## src/common/up_pkg.sv

```systemverilog
`default_nettype none

package up_pkg;

   // datapath word, one byte wide
   typedef logic [7:0] word_t;

   // register block address, four general registers
   typedef logic [1:0] reg_addr_t;

   // one nibble of a fetched instruction byte
   typedef logic [3:0] instr_t;

   // alu operation code
   typedef logic [2:0] alu_op_t;

   // number of general registers
   localparam int NUM_REGS = 4;

   // alu operations
   localparam alu_op_t ALU_ADD = 3'd0;
   localparam alu_op_t ALU_SUB = 3'd1;
   localparam alu_op_t ALU_AND = 3'd2;
   localparam alu_op_t ALU_OR  = 3'd3;
   localparam alu_op_t ALU_XOR = 3'd4;
   localparam alu_op_t ALU_NOT = 3'd5;
   localparam alu_op_t ALU_INC = 3'd6;
   localparam alu_op_t ALU_DEC = 3'd7;

   // program counter starts at the bottom of memory
   localparam word_t PC_RESET = 8'h00;

   // stack grows down from the top
   localparam word_t SP_RESET = 8'hFF;

endpackage

`default_nettype wire

```

## src/common/up_rb_if.sv

```systemverilog
`timescale 1ns/1ps
`default_nettype none

interface up_rb_if
   import up_pkg::*;
();

   // read side
   reg_addr_t sel_out_a;
   reg_addr_t sel_out_b;
   word_t     rdata_a;
   word_t     rdata_b;

   // write side
   reg_addr_t sel_in;
   logic      we;
   word_t     wdata;

   modport ctrl (
      output sel_out_a,
      output sel_out_b,
      output sel_in,
      output we,
      output wdata,
      input  rdata_a,
      input  rdata_b
   );

   modport regs (
      input  sel_out_a,
      input  sel_out_b,
      input  sel_in,
      input  we,
      input  wdata,
      output rdata_a,
      output rdata_b
   );

endinterface

`default_nettype wire

```

## src/source/up_alu.sv

```systemverilog
`timescale 1ns/1ps
`default_nettype none

module up_alu
   import up_pkg::*;
(
   input  word_t   pc_val,
   input  word_t   sp_val,
   input  word_t   rdata_a,
   input  word_t   rdata_b,
   input  logic    sel_in_a,
   input  logic    sel_in_b,
   input  alu_op_t op,
   output word_t   result
);

   word_t opnd_a;
   word_t opnd_b;

   // operand a is the pc when stepping it, else register port a
   always_comb begin
      if (sel_in_a) begin
         opnd_a = pc_val;
      end else begin
         opnd_a = rdata_a;
      end
   end

   // operand b is the sp when stepping it, else register port b
   always_comb begin
      if (sel_in_b) begin
         opnd_b = sp_val;
      end else begin
         opnd_b = rdata_b;
      end
   end

   // all results wrap at 8 bits
   always_comb begin
      case (op)
         ALU_ADD: begin
            result = opnd_a + opnd_b;
         end
         ALU_SUB: begin
            result = opnd_a - opnd_b;
         end
         ALU_AND: begin
            result = opnd_a & opnd_b;
         end
         ALU_OR: begin
            result = opnd_a | opnd_b;
         end
         ALU_XOR: begin
            result = opnd_a ^ opnd_b;
         end
         ALU_NOT: begin
            result = ~opnd_a;
         end
         ALU_INC: begin
            result = opnd_a + 8'd1;
         end
         ALU_DEC: begin
            result = opnd_a - 8'd1;
         end
         default: begin
            result = '0;
         end
      endcase
   end

   // the control unit must always present a defined opcode,
   // otherwise data_out and every register it feeds go unknown
   always_comb begin
      assert (!$isunknown(op))
         else $error("alu opcode has unknown bits");
   end

endmodule

`default_nettype wire

```

## src/source/up_reg_block.sv

```systemverilog
`timescale 1ns/1ps
`default_nettype none

module up_reg_block
   import up_pkg::*;
(
   input  logic     clk,
   input  logic     nRst,
   up_rb_if.regs    rb
);

   word_t regs [NUM_REGS];

   // single write port
   always_ff @(posedge clk or negedge nRst) begin
      if (!nRst) begin
         for (int i = 0; i < NUM_REGS; i++) begin
            regs[i] <= '0;
         end
      end else begin
         if (rb.we) begin
            regs[rb.sel_in] <= rb.wdata;
         end
      end
   end

   // read ports see the old value until the write edge
   always_comb begin
      rb.rdata_a = regs[rb.sel_out_a];
   end

   always_comb begin
      rb.rdata_b = regs[rb.sel_out_b];
   end

   // the write address comes from the datapath strobes
   a_sel_in_known: assert property (
      @(posedge clk) disable iff (!nRst)
      rb.we |-> !$isunknown(rb.sel_in)
   ) else $error("register write with unknown address");

endmodule

`default_nettype wire

```

## src/source/up_instruction_register.sv

```systemverilog
`timescale 1ns/1ps
`default_nettype none

module up_instruction_register
   import up_pkg::*;
(
   input  logic   clk,
   input  logic   nRst,
   input  logic   we,
   input  logic   nibble_sel,
   input  word_t  fetch,
   output instr_t ir
);

   instr_t nibble;

   // odd address holds the high nibble
   always_comb begin
      if (nibble_sel) begin
         nibble = fetch[7:4];
      end else begin
         nibble = fetch[3:0];
      end
   end

   always_ff @(posedge clk or negedge nRst) begin
      if (!nRst) begin
         ir <= '0;
      end else if (we) begin
         ir <= nibble;
      end
   end

   a_ir_hold: assert property (
      @(posedge clk) disable iff (!nRst)
      !we |=> $stable(ir)
   ) else $error("instruction register changed without a load");

endmodule

`default_nettype wire

```

## src/up_datapath/up_datapath.sv

```systemverilog
`timescale 1ns/1ps
`default_nettype none

module up_datapath
   import up_pkg::*;
(
   input  logic      clk,
   input  logic      nRst,
   input  word_t     data_in,
   input  logic      rb_sel_data_in,
   // alu control
   input  logic      a_sel_in_a,
   input  logic      a_sel_in_b,
   input  alu_op_t   a_op,
   // instruction register
   input  logic      ir_we,
   // program counter
   input  logic      pc_we,
   // register block
   input  reg_addr_t rb_sel_out_a,
   input  reg_addr_t rb_sel_out_b,
   input  reg_addr_t rb_sel_in,
   input  logic      rb_we,
   // stack pointer
   input  logic      sp_we,
   output word_t     data_out,
   output instr_t    ir
);

   word_t pc;
   word_t sp;
   word_t alu_result;

   up_rb_if rb_bus ();

   // pc and sp both load from the alu result
   always_ff @(posedge clk or negedge nRst) begin
      if (!nRst) begin
         pc <= PC_RESET;
      end else if (pc_we) begin
         pc <= alu_result;
      end
   end

   always_ff @(posedge clk or negedge nRst) begin
      if (!nRst) begin
         sp <= SP_RESET;
      end else if (sp_we) begin
         sp <= alu_result;
      end
   end

   assign data_out = alu_result;

   // register block control straight from the strobes
   assign rb_bus.sel_out_a = rb_sel_out_a;
   assign rb_bus.sel_out_b = rb_sel_out_b;
   assign rb_bus.sel_in    = rb_sel_in;
   assign rb_bus.we        = rb_we;

   // write data is either the external bus or the alu
   always_comb begin
      if (rb_sel_data_in) begin
         rb_bus.wdata = data_in;
      end else begin
         rb_bus.wdata = alu_result;
      end
   end

   up_reg_block u_reg_block (
      .clk      (clk),
      .nRst     (nRst),
      .rb       (rb_bus.regs)
   );

   up_alu u_alu (
      .pc_val   (pc),
      .sp_val   (sp),
      .rdata_a  (rb_bus.rdata_a),
      .rdata_b  (rb_bus.rdata_b),
      .sel_in_a (a_sel_in_a),
      .sel_in_b (a_sel_in_b),
      .op       (a_op),
      .result   (alu_result)
   );

   // pc bit 0 picks which half of the fetched byte is the opcode
   up_instruction_register u_instruction_register (
      .clk        (clk),
      .nRst       (nRst),
      .we         (ir_we),
      .nibble_sel (pc[0]),
      .fetch      (data_in),
      .ir         (ir)
   );

   // write strobes from the control unit are levels and must be defined
   a_strobes_known: assert property (
      @(posedge clk) disable iff (!nRst)
      !$isunknown({pc_we, sp_we, ir_we, rb_we})
   ) else $error("write strobe has unknown bits");

endmodule

`default_nettype wire

```

## config.mk

```make
export PLATFORM = sky130hd
export DESIGN_NAME = up_datapath
export DESIGN_NICKNAME = d
export VERILOG_FILES = /design/src/common/up_pkg.sv /design/src/common/up_rb_if.sv /design/src/source/up_alu.sv /design/src/source/up_reg_block.sv /design/src/source/up_instruction_register.sv /design/src/up_datapath/up_datapath.sv
export SDC_FILE = /design/constraint.sdc
export NUM_CORES = 1
export LEC_CHECK = 0
export BUFFER_PORTS_ARGS = -buffer_cell sky130_fd_sc_hd__buf_2
export CORE_AREA = 2 2 114 72
export CTS_BUF_LIST = sky130_fd_sc_hd__clkbuf_4 sky130_fd_sc_hd__clkbuf_8 sky130_fd_sc_hd__clkbuf_16
export CTS_CLUSTER_SIZE = 30
export DETAILED_ROUTE_END_ITERATION = 8
export DIE_AREA = 0 0 116 74
export PLACE_DENSITY = 0.83
export SLEW_MARGIN = 15
export SYNTH_ARGS = -nofsm -noshare
export SYNTH_HDL_FRONTEND = slang
export SYNTH_HIERARCHICAL = 1
export SYNTH_SLANG_ARGS = --single-unit
```

## constraint.sdc

```tcl
create_clock -name clk -period 3.4 [get_ports clk]
set_input_delay 0.17 -clock clk [delete_from_list [all_inputs] [get_ports clk]]
set_output_delay 0.17 -clock clk [all_outputs]
set_load 0.03 [all_outputs]
```

=== Word level (Yosys, flattened, before mapping) ===
Cells that the tools add are included.

* Output and inout port bits: 12
* RAM bits: 0
* Register bits after elaboration: 52
* ROM bits: 0
* Latch bits: 0
* Memories kept: 0

* Mux-type cells: 14
* $add $sub $neg: 4
* Reduce and logical (&&, ||, !) cells: 2
* Shift-type cells: 0
* Divide/modulo/power cells: 0
* Bitwise operators: 7
* Eq/ne operators: 7
* Order comparisons: 4
* $mul: 0

{| class="wikitable"
|+ Operator list
! cell !! count
|-
| 2-to-1 mux 8 bit || 8
|-
| one-hot mux 8 bit (8 select lines) || 1
|-
| binary-select mux 8 bit (select 2 bit) || 2
|-
| bitwise mux 32 bit || 1
|-
| demux 8 bit (select 2 bit) || 1
|-
| equality test 3 bit, second input constant || 4
|-
| >= comparator 3 bit, second input constant || 3
|-
| inverter 2 -> 3 bit || 3
|-
| adder 8 x 1 -> 8 bit, second input constant || 1
|-
| adder 8 bit || 1
|-
| bitwise AND 8 bit || 1
|-
| inverter 8 bit || 1
|-
| OR 8 bit || 1
|-
| subtractor 8 x 1 -> 8 bit, second input constant || 1
|-
| subtractor 8 bit || 1
|-
| bitwise XOR 8 bit || 1
|-
| equality test 3 x 2 -> 1 bit, second input constant || 2
|-
| 2-to-1 mux 4 bit || 1
|-
| equality test 3 x 1 -> 1 bit, second input constant || 1
|-
| zero test 3 bit || 1
|-
| < comparator 3 x 1 -> 1 bit, second input constant || 1
|-
| logical AND 1 bit || 1
|}

=== Longest topological paths before layout ===
Gate-level depths: netlist of run 1.

* Word-level depth: 9
* Depth in mapped cells: 17
* Gate-level depth less buffers: 16

=== Hierarchy ===
The synthesis of run 1 kept the hierarchy.

{| class="wikitable"
|+ Modules (own cells, without submodules)
! module !! times used !! cells an instance !! sequential area each (µm²) !! area an instance (µm²)
|-
| up_reg_block || 1 || 88 || 800.8 || 1590.3
|-
| up_alu || 1 || 189 || 0.0 || 1351.3
|-
| up_datapath || 1 || 43 || 410.4 || 804.5
|-
| up_instruction_register || 1 || 18 || 100.1 || 183.9
|}

=== Worst setup path after synthesis of run 1 ===
No wires, ideal clock.

* Kind: input to register
* Start point: input port rb_sel_out_b[0]
* End point: register u_reg_block/regs[30] in the netlist's numbering
* Cell stages on the path: 17
* Data required time: 3.335 ns
* Path buffers: 1
* Slack: -0.723 ns
* Arrival time: 4.058 ns
* Cell sequence: buf_2 > mux4_2 > mux2i_1 > ha_1 > xor2_1 > nor2_1 > o21ai_0 > o21ai_0 > ha_1 > a21o_1 > a21oi_1 > o21bai_1 > a21oi_1 > xor2_1 > o21ai_0 > mux2_4 > mux2_2

* Longest elaborated chain between the ends: 9

{| class="wikitable"
|+ Ends and longest elaborated chain
! what !! line !! text
|-
| start, declared || up_datapath.sv:21 || <nowiki>input reg_addr_t rb_sel_out_b,</nowiki>
|-
| inverter 2 -> 3 bit (not written as such) (*) || up_reg_block.sv:33 || <nowiki>rb.rdata_b = regs[rb.sel_out_b];</nowiki>
|-
| binary-select mux 8 bit (select 2 bit) (*) || up_reg_block.sv:33 ||
|-
| 2-to-1 mux 8 bit (not written as such) (*) (2 in a row) || up_reg_block.sv:33 ||
|-
| named net rb_bus.rdata_b[1] || up_rb_if.sv:12 || <nowiki>word_t rdata_b;</nowiki>
|-
| 2-to-1 mux 8 bit (*) || up_alu.sv:31 || <nowiki>if (sel_in_b) begin</nowiki>
|-
| subtractor 8 bit or adder 8 bit (tied branches) || up_alu.sv:45, up_alu.sv:42 ||
|-
| one-hot mux 8 bit (8 select lines) (*) || up_alu.sv:40 || <nowiki>case (op)</nowiki>
|-
| named net data_out[6] || up_datapath.sv:26 || <nowiki>output word_t data_out,</nowiki>
|-
| 2-to-1 mux 8 bit (*) || up_datapath.sv:63 || <nowiki>if (rb_sel_data_in) begin</nowiki>
|-
| named net rb_bus.wdata[6] || up_rb_if.sv:17 || <nowiki>word_t wdata;</nowiki>
|-
| bitwise mux 32 bit (*) || up_reg_block.sv:22 || <nowiki>regs[rb.sel_in] <= rb.wdata;</nowiki>
|-
| end signal, assigned by index || up_reg_block.sv:22 ||
|-
| end, declared || up_reg_block.sv:12 || <nowiki>word_t regs [NUM_REGS];</nowiki>
|}

Mark *: on every way through the listed nets, which the timed path passes. The rest lies on a longest branch. The select of a mux whose other input is x is not followed.
A chain may end at the register's enable or synchronous reset.

=== Worst setup path after layout of run 1 ===
* Start point: register u_reg_block/regs[25] in the netlist's numbering
* End point: output port data_out[6]

* Longest elaborated chain between the ends: 6

{| class="wikitable"
|+ Ends and longest elaborated chain
! what !! line
|-
| binary-select mux 8 bit (select 2 bit) (*) || up_reg_block.sv:33
|-
| 2-to-1 mux 8 bit (not written as such) (*) (2 in a row) || up_reg_block.sv:33
|-
| named net rb_bus.rdata_b[1] || up_rb_if.sv:12
|-
| 2-to-1 mux 8 bit (*) || up_alu.sv:31
|-
| subtractor 8 bit or adder 8 bit (tied branches) || up_alu.sv:45, up_alu.sv:42
|-
| one-hot mux 8 bit (8 select lines) (*) || up_alu.sv:40
|-
| end, declared || up_datapath.sv:26
|}

Marked as above.

==> results of run 1 <==
logic make-up after synthesis:
group,count (synthesis),share of synthesized area [%]
adder cells (fa/ha/maj),26,8.47
AND/OR/NAND/NOR,58,8.15
multiplexers,97,34.2
XOR/XNOR,11,2.45
AO/OA/AOI/OAI,57,8.72
buffers and inverters,37,4.65
flip-flops,52,33.4
power by group:
| group | leakage [nW] | switching, mW | internal [mW] |
|---|---|---|---|
| clock network | 0.0742 | 0.234 | 0.276 |
| logic | 1.64 | 1.65 | 1.90 |
| registers | 0.615 | 0.243 | 0.950 |
path summary, 6_finish.rpt:
path | start | end | slack [ps] | cells past startpoint
setup / recovery | u_reg_block/regs[25] | data_out[6] | -430 | 16
hold / removal | ir_we | u_instruction_register/ir[0] | 130 | 2
setup reg to reg | u_reg_block/regs[25] | u_reg_block/regs[30] | -380 | 16
hold reg to reg | u_instruction_register/ir[0] | u_instruction_register/ir[0] | 520 | 2
max in group asynchronous | nRst | u_reg_block/regs[6] | 2530 | 2
min in group asynchronous | nRst | u_instruction_register/ir[1] | 430 | 2
sequential cells by signal, indices dropped and copies added, names as in the netlist:
| signal | count |
|---|---|
| u_reg_block/regs | 32 |
| sp | 8 |
| pc | 8 |
| u_instruction_register/ir | 4 |
through the flow:
| stage | TNS, ps | setup WS, ps |
|---|---|---|
| floorplan | -884 | -137 |
| global placement | -1660 | -180 |
| detailed placement | -2720 | -250 |
| CTS | -5150 | -308 |
| global route | -12090 | -553 |
| finish | -7470 | -427 |
cell usage after synthesis, drive strengths merged, types with 3 or more instances:
master and n:
a21oi 12, nand3b 3, o221ai 3, nand2 20, xnor2 9, nor2 12
buf 13, mux2i 21, dfstp 8, mux2 60, mux4 16, ha 25
nand3 5, nor2b 3, dfrtp 44, nor3 5, inv 20, clkbuf 4
o22ai 4, a21o 3, o21ai 26
layout make-up:
cell class	count	area [um2]
clock inverters	3	22.5
repair buffers	96	681
multi-input cells	249	2610
inverters	20	75.1
well taps	108	135
clock buffers	5	125
flip-flops and latches	52	1310
fillers	572	2610
critical path: cells and delay by family (launching register included):
kind | cells | cell delay [ps]
XOR/XNOR | 2 | 390
multiplexers | 1 | 530
AND/OR/NAND/NOR | 2 | 290
adder cells (fa/ha/maj) | 1 | 320
AO/OA/AOI/OAI | 7 | 990
buffers and inverters | 3 | 420
flip-flops | 1 | 420
timing repair:
| item | in CTS | in global routing |
|---|---|---|
| setup buffers | 8 | 1 |
| pin swaps | 21 | 16 |
| endpoints found under the hold margin | 0 | 44 |
| hold buffers | 0 | 1 |
| gates resized for setup | 25 | 14 |
| endpoints found under the setup margin | 30 | 40 |
layer usage:
layer	vias to the layer above	share of wire [%]	global-route usage [%]
met2	143	45	41.5
li1	1411	-	-
met3	20	8.5	6.68
met4	0	1.8	7.14
met5	-	0	0
met1	1495	45	36.9
==> results.md, run 1 <==
Pwr:
- VDD sags by at most 0.000690 V.
- The static power due to leakage is 2.33 nW.
- For this design the ratio of total power to cell area is 1060 nW/um2.
- Power comes to 5.25 mW.

Cells and area:
- The library cell used most frequently in the layout, excluding fill and tap cells, is sky130_fd_sc_hd__buf_4.
- Cells with a size suffix above 1 make up 51.3% of the layout.
- The final design area excluding fillers is 4960 um2.
- The share of the core filled with cells in the final layout is 65.5%.
- In the layout the commonest cells are sky130_fd_sc_hd__buf_4, sky130_fd_sc_hd__dfrtp_1, sky130_fd_sc_hd__buf_2.
- Compared with the post-synthesis result, the final layout area differs by 26.2%.
- The number of antenna diodes in the final layout is 0.
- Once layout is complete, the cells apart from fillers number 533.
- The net total in the final layout is 476.

Status:
- The checks that failed: setup timing.
- The run finished, with violations left.

STA:
- The remaining max-slew budget at the tightest pin is approximately 57%.
- The top achievable clock speed is 261 MHz.
- The least setup slack across all paths after layout is -427 ps.
- The worst hold slack is between 100 and 150 ps.
- After layout, the minimum clock period comes to 3830 ps.
- Setup violations remaining at the end of the flow were counted as 33.
- On the final layout, the worst clock skew is 6.90 ps.
- The final count of pins violating max slew came to 0.
- The slew at the pin closest to its max-slew limit is 642 ps.
- Setup repair after global routing could not meet its margin everywhere.
- After layout, the worst path uses 113% of the clock period.
- The count of endpoints failing hold in the final timing report was 0.

Synth:
- The number of distinct library cell variants in the gate-level netlist after synthesis is 47.
- Sequential cells were found to cover approximately 33% of the synthesized design area.
- Counting every net in the synthesized netlist gives between 300 and 400.
- The share of synthesized registers carrying an async set or reset is 100%.
- The average instance in the mapped netlist occupies ~12 um2.
- The library cell with the largest summed area after synthesis is sky130_fd_sc_hd__dfrtp_1.
- By area the synthesized netlist is led by sky130_fd_sc_hd__dfrtp_1, sky130_fd_sc_hd__mux2_2, sky130_fd_sc_hd__mux2_4.
- The synthesized instance count is 338.
- Of the post-synthesis cell area, the dominant cell type holds around 28%.
- In this run, synthesis inferred 0 flip-flops with an integrated enable.
- In this run the cell area of the synthesized design comes to roughly 3900 um2.
- After synthesis the netlist holds a flip-flop and latch count of 52.
- During synthesis, Yosys emitted a total of 6 warnings.
- The dominant synthesized flop cell is sky130_fd_sc_hd__dfrtp_1.

Critical path:
- The peak fanout along the critical path is 3.
- The path type of the worst setup path is flip-flop to output port.
- The largest single stage delay on the critical path is 530 ps.
- The nature of the critical path endpoint is an output port.
- Among all stages on the critical path, the largest delay is contributed by sky130_fd_sc_hd__mux4_2.
- Walking the worst path, the cells encountered are mux4_2, buf_6, nor3_4, o21ai_0, xnor2_1, o21ai_0, nand2_1, o21ai_0, ha_1, a21oi_2, o21bai_1, a21oi_2, xor2_1, o21ai_4, buf_6, buf_6.
- At the worst endpoint, the required time is approximately 3200 ps.
- At the worst endpoint, the arrival time is ~3700 ps.
- The worst setup path is launched from a flip-flop.

Route:
- The detailed-route wire length is 10500 um.
- The first-pass iteration count of the detailed router is 5.
- The per-cell via count in the routed design is 5.76.
- After detailed routing, the number of remaining DRC violations is 0.
- For this block, the via count after detailed routing is approximately 3k.
- The detailed router's first-iteration violation count is approximately 160.
- The average detailed-routed wire length per instance is slightly below 20 um.
- The detail route stage leaves a number of antenna-violating nets equal to 0.

Clocking:
- Clock-pin slew was measured on the worst setup and hold paths at 70 ps.
- The source-to-sink clock delay at the later pin of the worst-skew pair is around 300 ps.
- The clock root buffer is sky130_fd_sc_hd__clkbuf_16.
- The maximum buffer depth of the clock tree is 2.
- Clock tree synthesis inserted a total of 5 buffers.
- TritonCTS built the clock tree.
- The clock tree synthesis step divided the H-tree into 2 levels.
- CTS saw 52 sinks.

Place:
- In this run, placement finished with an instance count of 516.
- The number of buffers added on ports is 37.
- The standard cell area after detailed placement is 4590 um2.
- The half-perimeter wire length after detailed placement is 7920 um.
- The final estimated routing congestion in global placement is about 0.97.

Hold path:
- The path category of the worst min-delay check is primary input to flip-flop.

Die:
- The die covers 8580 um2.
- For this configuration, the core starts out at a cell density of between 50% and 60%.
- The die is about 74 um tall.
- The die is ~120 um wide.
- The count of standard-cell rows is 25.
- The core area is 7570 um2.
- The total I/O pin count is 38.

Global routing:
- The number of global-route vias before repair came to 3278.
- The first global-routing pass estimated 17000 um of wire.
- The largest net degree at the start of global routing is 53.
- The total routing usage reported by global routing is about a quarter.
- The overall overflow remaining after global route is 0.
- The number of antenna violations at the first check in global routing is 0.

Run:
- The tool flagged a number of max-cap violations equal to 0.
(Power assumes the default switching activity.)
==> run 2: changes to the inputs <==
--- a/config.mk
+++ b/config.mk
@@ -6,12 +6,12 @@
 export NUM_CORES = 1
 export LEC_CHECK = 0
 export BUFFER_PORTS_ARGS = -buffer_cell sky130_fd_sc_hd__buf_2
-export CORE_AREA = 2 2 114 72
+export CORE_AREA = 2 2 131 82
 export CTS_BUF_LIST = sky130_fd_sc_hd__clkbuf_4 sky130_fd_sc_hd__clkbuf_8 sky130_fd_sc_hd__clkbuf_16
 export CTS_CLUSTER_SIZE = 30
 export DETAILED_ROUTE_END_ITERATION = 8
-export DIE_AREA = 0 0 116 74
-export PLACE_DENSITY = 0.83
+export DIE_AREA = 0 0 133 84
+export PLACE_DENSITY = 0.67
 export SLEW_MARGIN = 15
 export SYNTH_ARGS = -nofsm -noshare
 export SYNTH_HDL_FRONTEND = slang
==> run 2 against run 1 <==
The run still ends with setup timing left. Design area rose by 2.1%. Non-clock buffer count rose by 8. Fmax rose by 2.1%. Sequential power barely moved. Highest routed layer unchanged. Sequential cell count did not move. Routed wire length rose by 4.6%.
==> results.md, run 2 (synthesis results as in run 1) <==
Critical path:
- The required time of the worst setup path came to 3230 ps (about the same).
- The worst flop-to-flop path startpoint is u_reg_block/regs[1].
- The arrival time reported for the critical path endpoint was 3580 ps (-80 ps).
- The depth of the most critical reg-to-reg path is 17 (+1).
- By startpoint and endpoint, the worst setup path is classified as flip-flop to output port.
- The category of the worst setup path launch point is a flip-flop.
- The setup slack on the worst flop-to-flop path came to -310 ps (+70 ps).
- The nature of the critical path endpoint is an output port.
- The peak fanout along the critical path is 3 (unchanged).
- In this run the critical register-to-register path is captured at u_reg_block/regs[7].

STA:
- The worst hold slack is 141 ps (+6.30 ps).
- The remaining max-slew budget at the tightest pin is 49.7% (-7.5 points).
- The summed negative setup slack over all endpoints is -6050 ps (+1420 ps).
- The final count of pins violating max slew came to 0 (unchanged).
- The top achievable clock speed was 267 MHz (+2.1%).
- The fraction of the cycle the final worst path needs is 110% (-2.4 points).
- The least setup slack across all paths after layout is -347 ps (+80.5 ps).
- Setup repair after global routing could not meet its margin everywhere.
- The final critical-path required period came to 3750 ps (-80.5 ps).
- The count of endpoints failing hold in the final timing report is 0 (unchanged).
- The slew at the pin closest to its max-slew limit is 755 ps (+113 ps).
- The largest clock skew in the final design is 8.62 ps (+1.71 ps).
- The total of endpoints with negative setup slack in the final report is 31 (-6.1%).

Route:
- The average detailed-routed wire length per instance is 19.2 um (-2.5%).
- The total number of vias is 3135 (+2.2%).
- The final routed DRC violation total came to 0 (unchanged).
- The first-pass iteration count of the detailed router was 5 (unchanged).
- The residual antenna-violating net count after detailed routing came to 0 (unchanged).
- The detailed-route wire length was 11000 um (+4.6%).
- The per-cell via count in the routed design was 5.48 (-4.8%).
- The detailed router's first-iteration violation count came to 229 (+40%).

Global routing:
- The largest net degree at the start of global routing is 34 (-36%).
- The number of antenna violations at the first check in global routing was 0 (unchanged).
- The overall overflow remaining after global route came to 0 (unchanged).
- The global-route wire length before repair is 17800 um (+4.5%).
- The number of global-route vias before repair came to 3215 (-1.9%).
- The total routing usage reported by global routing is 20.6% (-5.7 points).

Clocking:
- The source-to-sink clock delay at the later pin of the worst-skew pair was 300 ps (about the same).
- The maximum buffer depth of the clock tree is 2 (unchanged).
- CTS placed an instance of sky130_fd_sc_hd__clkbuf_16 at the clock tree root.
- The number of buffers inserted during clock tree synthesis is 5 (unchanged).
- The number of sinks on the clock net was 52 (unchanged).
- The deepest level of the CTS H-tree is 2 (unchanged).
- The TritonCTS clock tree is built.
- The clock slew seen by the registers of the worst setup and hold paths came to 70 ps (about the same).

Pwr:
- The total chip power is 5.51 mW (+5.0%).
- The combinational fraction of design power is 69.3% (+1.7 points).
- The largest vdd supply drop is 0.000721 V (+4.6%).
- The power per cell area is 1090 nW/um2 (+2.9%).
- The sequential cell fraction of total power is 21.5% (-1.2 points).
- The reported net switching power is 2.19 mW (+2.8%).
- The fraction of power spent switching nets is 39.7% (-0.86 points).
- The relative contribution of the clock network to total power is 9.2% (-0.5 points).
- The static power due to leakage is 2.37 nW (+1.8%).
- The internal portion of total power was 3.32 mW (+6.5%).

Cells and area:
- In the layout the commonest cells are sky130_fd_sc_hd__buf_4, sky130_fd_sc_hd__dfrtp_1, sky130_fd_sc_hd__mux2_2.
- Leaving out fill and tap cells, the most frequent cell in the layout is sky130_fd_sc_hd__buf_4.
- The share of the core filled with cells in the final layout is 50.0% (-16 points).
- The net total in the final layout came to 484 (+1.7%).
- The flip-flop count of the largest register after layout was 32 (unchanged).
- The final design area excluding fillers is 5060 um2 (+2.1%).
- The number of non-filler instances in the completed layout was 572 (+7.3%).
- The share of cells above drive strength 1 came to 52.0% (+0.67 points).
- The register with the most flip-flops is u_reg_block/regs.
- The number of antenna diodes is 0 (unchanged).
- The growth of design area from synthesis to finish is 28.8%.
- The largest registers in the layout are u_reg_block/regs: 32 flops, pc: 8 flops, sp: 8 flops.

Die:
- The total I/O pin count is 38 (unchanged).
- The core area is 10100 um2 (+34%).
- The total die area is 11200 um2 (+30%).
- The die boundary width is 133 um (+15%).
- The vertical die dimension is 84 um (+14%).
- The starting utilization of the core area is 38.8% (-13 points).
- The count of standard-cell rows is 29 (+16%).

Place:
- The worst slack at placement was -342 ps (-92.3 ps).
- The cell total after placement is 550 (+6.6%).
- The number of buffers added on ports is 37 (unchanged).
- The standard cell area after detailed placement is 4650 um2 (+1.3%).
- The final estimated routing congestion in global placement is 0.935 (-3.2%).
- The half-perimeter wire length after detailed placement is 8510 um (+7.4%).

Hold path:
- In this run the worst hold path is classified as primary input to flip-flop.
- The path with the worst hold slack has its endpoint at u_instruction_register/ir[3].
- The hold path startpoint is ir_we.
- The cell count of the worst hold path is 2 (unchanged).

Status:
- The run finished, with violations left.
- The final reports fail on setup timing.

Run:
- The count of max-cap constraint violations is 0 (unchanged).
-- run 2: cell count changes in the layout (fill, tap and decap cells not counted), moves of 2 or more --
cell	before	now
sky130_fd_sc_hd__buf_4	53	59
sky130_fd_sc_hd__mux2_4	29	27
sky130_fd_sc_hd__mux2_2	31	33
sky130_fd_sc_hd__xor2_2	0	2
sky130_fd_sc_hd__xor2_1	2	0
sky130_fd_sc_hd__buf_6	10	12
-- run 2: metal layers --
layer | up-vias | global-route usage [%] | routed length [um]
met4 | 0 | 2.93 | 69
met1 | 1594 | 32.5 | 5610
met2 | 115 | 29.7 | 4680
met5 | - | 0 | 0
li1 | 1419 | - | -
met3 | 7 | 3.89 | 626
-- run 2: layout make-up --
| cell class | count | area [um2] |
|---|---|---|
| inverter | 20 | 75.1 |
| tap | 139 | 174 |
| fill | 910 | 5060 |
| multi-input combinational | 249 | 2610 |
| sequential | 52 | 1310 |
| clock buffer | 5 | 125 |
| clock inverter | 3 | 18.8 |
| timing repair buffer | 104 | 748 |
-- run 2: worst max-delay path, stage by stage, from the launching register on --
cell	delay, ps
sky130_fd_sc_hd__dfrtp_1	400
sky130_fd_sc_hd__mux4_2	550
sky130_fd_sc_hd__mux2i_4	230
sky130_fd_sc_hd__ha_4	190
sky130_fd_sc_hd__xor2_2	140
sky130_fd_sc_hd__nor2_1	50
sky130_fd_sc_hd__o21ai_1	100
sky130_fd_sc_hd__o21ai_1	80
sky130_fd_sc_hd__ha_1	310
sky130_fd_sc_hd__a21o_1	180
sky130_fd_sc_hd__a21oi_2	170
sky130_fd_sc_hd__o21bai_1	120
sky130_fd_sc_hd__a21oi_2	210
sky130_fd_sc_hd__xor2_2	210
sky130_fd_sc_hd__o21ai_4	80
sky130_fd_sc_hd__buf_6	150
sky130_fd_sc_hd__buf_6	130
-- run 2: timing repair --
item,4_1_cts,5_1_grt
buffers inserted,9,5
endpoints found under the hold margin,29,0
hold buffers,1,0
gates resized for setup,26,14
endpoints found under the setup margin,27,41
pin swaps,9,14
-- run 2: worst max-delay path by stage --
| stage | start | end | slack, ps | depth (start not counted) |
|---|---|---|---|---|
| 6_report | u_reg_block/regs[0] | data_out[6] | -350 | 16 |
| 5_1_grt | u_reg_block/regs[24] | data_out[6] | -510 | 16 |
| 4_1_cts | u_reg_block/regs[0] | data_out[7] | -320 | 16 |
| 3_5_place_dp | rb_sel_out_b[0] | u_reg_block/regs[14] | -340 | 17 |
| 3_3_place_gp | rb_sel_out_b[0] | u_reg_block/regs[30] | -250 | 17 |
| 2_1_floorplan | u_reg_block/regs[1] | u_reg_block/regs[30] | -140 | 16 |
-- run 2: power groups by stage --
stage | Sequential (mW) | Clock, mW | Combinational (mW)
6_report | 1.18 | 0.509 | 3.82
5_1_grt | 1.21 | 0.547 | 4.14
4_1_cts | 1.17 | 0.515 | 3.63
3_5_place_dp | 1.18 | 0 | 3.12
3_3_place_gp | 1.15 | 0 | 3.04
2_1_floorplan | 1.12 | 0 | 2.08
==> run 3: changes to the inputs <==
--- a/config.mk
+++ b/config.mk
@@ -11,7 +11,7 @@
 export CTS_CLUSTER_SIZE = 30
 export DETAILED_ROUTE_END_ITERATION = 8
 export DIE_AREA = 0 0 133 84
-export PLACE_DENSITY = 0.67
+export PLACE_DENSITY = 0.65
 export SLEW_MARGIN = 15
 export SYNTH_ARGS = -nofsm -noshare
 export SYNTH_HDL_FRONTEND = slang
==> constraint.sdc (replaced) <==
create_clock -name clk -period 4.3 [get_ports clk]
set_input_delay 0.215 -clock clk [delete_from_list [all_inputs] [get_ports clk]]
set_output_delay 0.215 -clock clk [all_outputs]
set_load 0.03 [all_outputs]
==> run 3 against run 2 <==
The flow now finishes without violations. Clock-buffer cell count grew 1. Power shrank 39%. Non-clock buffer count shrank 59. Global-route usage shrank 2.7 points. Critical path depth shrank 1. Design area shrank 13%. Worst setup slack gained 560 ps. Sequential cell count is the same. Die area is the same. Largest cell class unchanged. First-iteration DRC count shrank 21%.
==> results.md, run 3 (synthesis results as in run 1) <==
Route:
- The detailed router's first-iteration violation count is 182 (-21%).
- The detailed-route wire length is 9650 um (-12%).
- The first-pass iteration count of the detailed router came to 4 (-1).
- The residual antenna-violating net count after detailed routing is 0 (unchanged).
- The total number of vias is 2863 (-8.7%).
- The average detailed-routed wire length per instance was 18.8 um (-2.1%).
- The final routed DRC violation total is 0 (unchanged).
- The per-cell via count in the routed design came to 5.58 (+1.8%).

Pwr:
- The power per cell area is 764 nW/um2 (-30%).
- The largest vdd supply drop is 0.000507 V (-30%).
- The static power due to leakage came to 2.02 nW (-15%).
- The total chip power is 3.36 mW (-39%).

Critical path:
- The arrival time reported for the critical path endpoint is 3870 ps (+290 ps).
- The worst setup path is captured at an output port.
- The category of the worst setup path launch point is a flip-flop.
- The number of buffers and inverters on the critical path was 1 (-1).
- The peak fanout along the critical path is 4 (+1).
- The maximum cell stage delay along the critical path is 500 ps (-50 ps).
- The path type of the worst setup path is flip-flop to output port.
- The cell with the largest stage delay on the worst path is sky130_fd_sc_hd__mux4_2.
- The required time of the worst setup path is 4090 ps (+860 ps).
- The critical path goes through mux4_2, mux2i_1, ha_1, xor2_1, nor2_1, o21ai_0, o21ai_0, ha_1, a21o_1, a21oi_1, o21bai_1, a21oi_1, xor2_1, o21ai_1, buf_2.
- The kind of cell adding the most delay to the critical path is compound AO/OA/AOI/OAI gates.

Cells and area:
- The top cell types in the final layout, fill and taps aside, are sky130_fd_sc_hd__dfrtp_1, sky130_fd_sc_hd__buf_2, sky130_fd_sc_hd__mux2_2.
- The share of cells above drive strength 1 is 39.6% (-12 points).
- The library cell used most frequently in the layout, excluding fill and tap cells, is sky130_fd_sc_hd__dfrtp_1.
- The largest registers in the layout are u_reg_block/regs: 32 flops, pc: 8 flops, sp: 8 flops.
- The register with the most flip-flops in the final layout is u_reg_block/regs.
- The net total in the final layout is 425 (-12%).
- The flip-flop count of the largest register after layout is 32 (unchanged).
- The final design area excluding fillers is 4400 um2 (-13%).
- The growth of design area from synthesis to finish is 12.1%.
- The register area is 1310 um2 (unchanged).
- The area taken by multi-input logic gates is 2440 um2 (-6.3%).
- The number of antenna diodes came to 0 (unchanged).
- The filler cell count is 950 (+4.4%).

Hold path:
- The path category of the worst min-delay check is primary input to async pin.

Clocking:
- The buffers inserted during post-CTS setup optimization is 0 (-9).
- The source-to-sink clock delay at the later pin of the worst-skew pair is 300 ps (about the same).
- The deepest level of the CTS H-tree was 2 (unchanged).
- The number of sinks on the clock net is 52 (unchanged).
- The clock slew seen by the registers of the worst setup and hold paths is 70 ps (about the same).
- The maximum buffer depth of the clock tree is 2 (unchanged).
- The TritonCTS clock tree is built.
- In this run the clock root is driven by a sky130_fd_sc_hd__clkbuf_16.
- The number of buffers inserted during clock tree synthesis came to 5 (unchanged).

Place:
- The final estimated routing congestion in global placement is 0.899 (-3.8%).
- The standard cell area after detailed placement is 4240 um2 (-8.7%).
- The half-perimeter wire length after detailed placement is 7460 um (-12%).
- The worst slack at placement is 295 ps (+638 ps).
- The number of buffers added on ports was 37 (unchanged).

Die:
- The die boundary width came to 133 um (unchanged).
- The count of standard-cell rows is 29 (unchanged).
- The total die area came to 11200 um2 (unchanged).
- The vertical die dimension is 84 um (unchanged).
- The core area is 10100 um2 (unchanged).
- The starting utilization of the core area is 38.8% (unchanged).
- The total I/O pin count is 38 (unchanged).

Status:
- The run finished with clean final reports.

STA:
- The summed negative setup slack over all endpoints is 0 ps (+6050 ps).
- Setup repair after global routing left no endpoint under its margin.
- The largest clock skew in the final design came to 11.3 ps (+2.67 ps).
- The total of endpoints with negative setup slack in the final report was 0 (-100%).
- The remaining max-slew budget at the tightest pin is 55.6% (+5.9 points).
- The count of endpoints failing hold in the final timing report is 0 (unchanged).
- The fraction of the cycle the final worst path needs is a little over nine tenths.
- The slew at the pin closest to its max-slew limit was 666 ps (-88.6 ps).
- The final count of pins violating max slew was 0 (unchanged).
- The top achievable clock speed is 245 MHz.
- The final critical-path required period is a little over 4000 ps.
- The least setup slack across all paths after layout is 213 ps (+559 ps).

Global routing:
- The largest net degree at the start of global routing is 53 (+56%).
- The number of antenna violations at the first check in global routing is 0 (unchanged).
- The total routing usage reported by global routing is 17.9% (-2.7 points).
- The number of global-route vias before repair is 2815 (-12%).
- The global-route wire length before repair came to 15400 um (-14%).
- The overall overflow remaining after global route came to 0 (unchanged).

Run:
- The count of max-cap constraint violations is 0 (unchanged).
## run 3: cell count changes in the layout (fill, tap and decap cells not counted), sizes merged
cell         change
clkinv           -3
clkinvlp         +2
clkbuf           +1
buf             -58
dlygate4sd3      -1
## run 3: power breakdown
group / total, mW / switching (mW) / internal [mW]
logic: 2.01 / 1.04 / 0.969
registers: 0.930 / 0.179 / 0.750
clock network: 0.422 / 0.190 / 0.232
## run 3: what timing repair did
action | CTS | global route
gates resized for setup | 0 | 2
endpoints found under the setup margin | 0 | 2
hold buffers | 0 | 0
## run 3: final timing paths
check,start,end,slack (ps),cells past startpoint
min in group clk,ir_we,u_instruction_register/ir[2],180,2
worst max register to register,u_reg_block/regs[0],u_reg_block/regs[22],330,16
worst min-delay path,nRst,u_instruction_register/ir[2],20,2
worst max-delay path,u_reg_block/regs[0],data_out[6],210,15
max in group asynchronous,nRst,pc[7],3810,2
worst min register to register,pc[1],pc[1],520,1
## run 3: area by class of cell
class                      count  area share [%]
multi-input combinational    249            55.5
sequential                    52            29.8
timing repair buffer          45            5.57
tap                          139            3.95
clock buffer                   6            3.15
inverter                      20            1.70
clock inverter                 2           0.341
## run 3: metal layers
metal  GRT usage, %  wire (um)  vias up
met5              0          0        -
met4           3.23         40        0
met3           3.40        586        4
met2           25.9       4050       87
met1           27.8       4970     1466
li1               -          -     1306
## run 3: metrics by stage
stage	instances	util [%]	hold slack (ps)
2_1_floorplan	338	-	-80.6
3_3_place_gp	505	41.9	365
3_5_place_dp	505	41.9	379
4_1_cts	513	43.4	56.8
5_1_grt	513	43.5	74.8
6_report	513	43.5	22.8
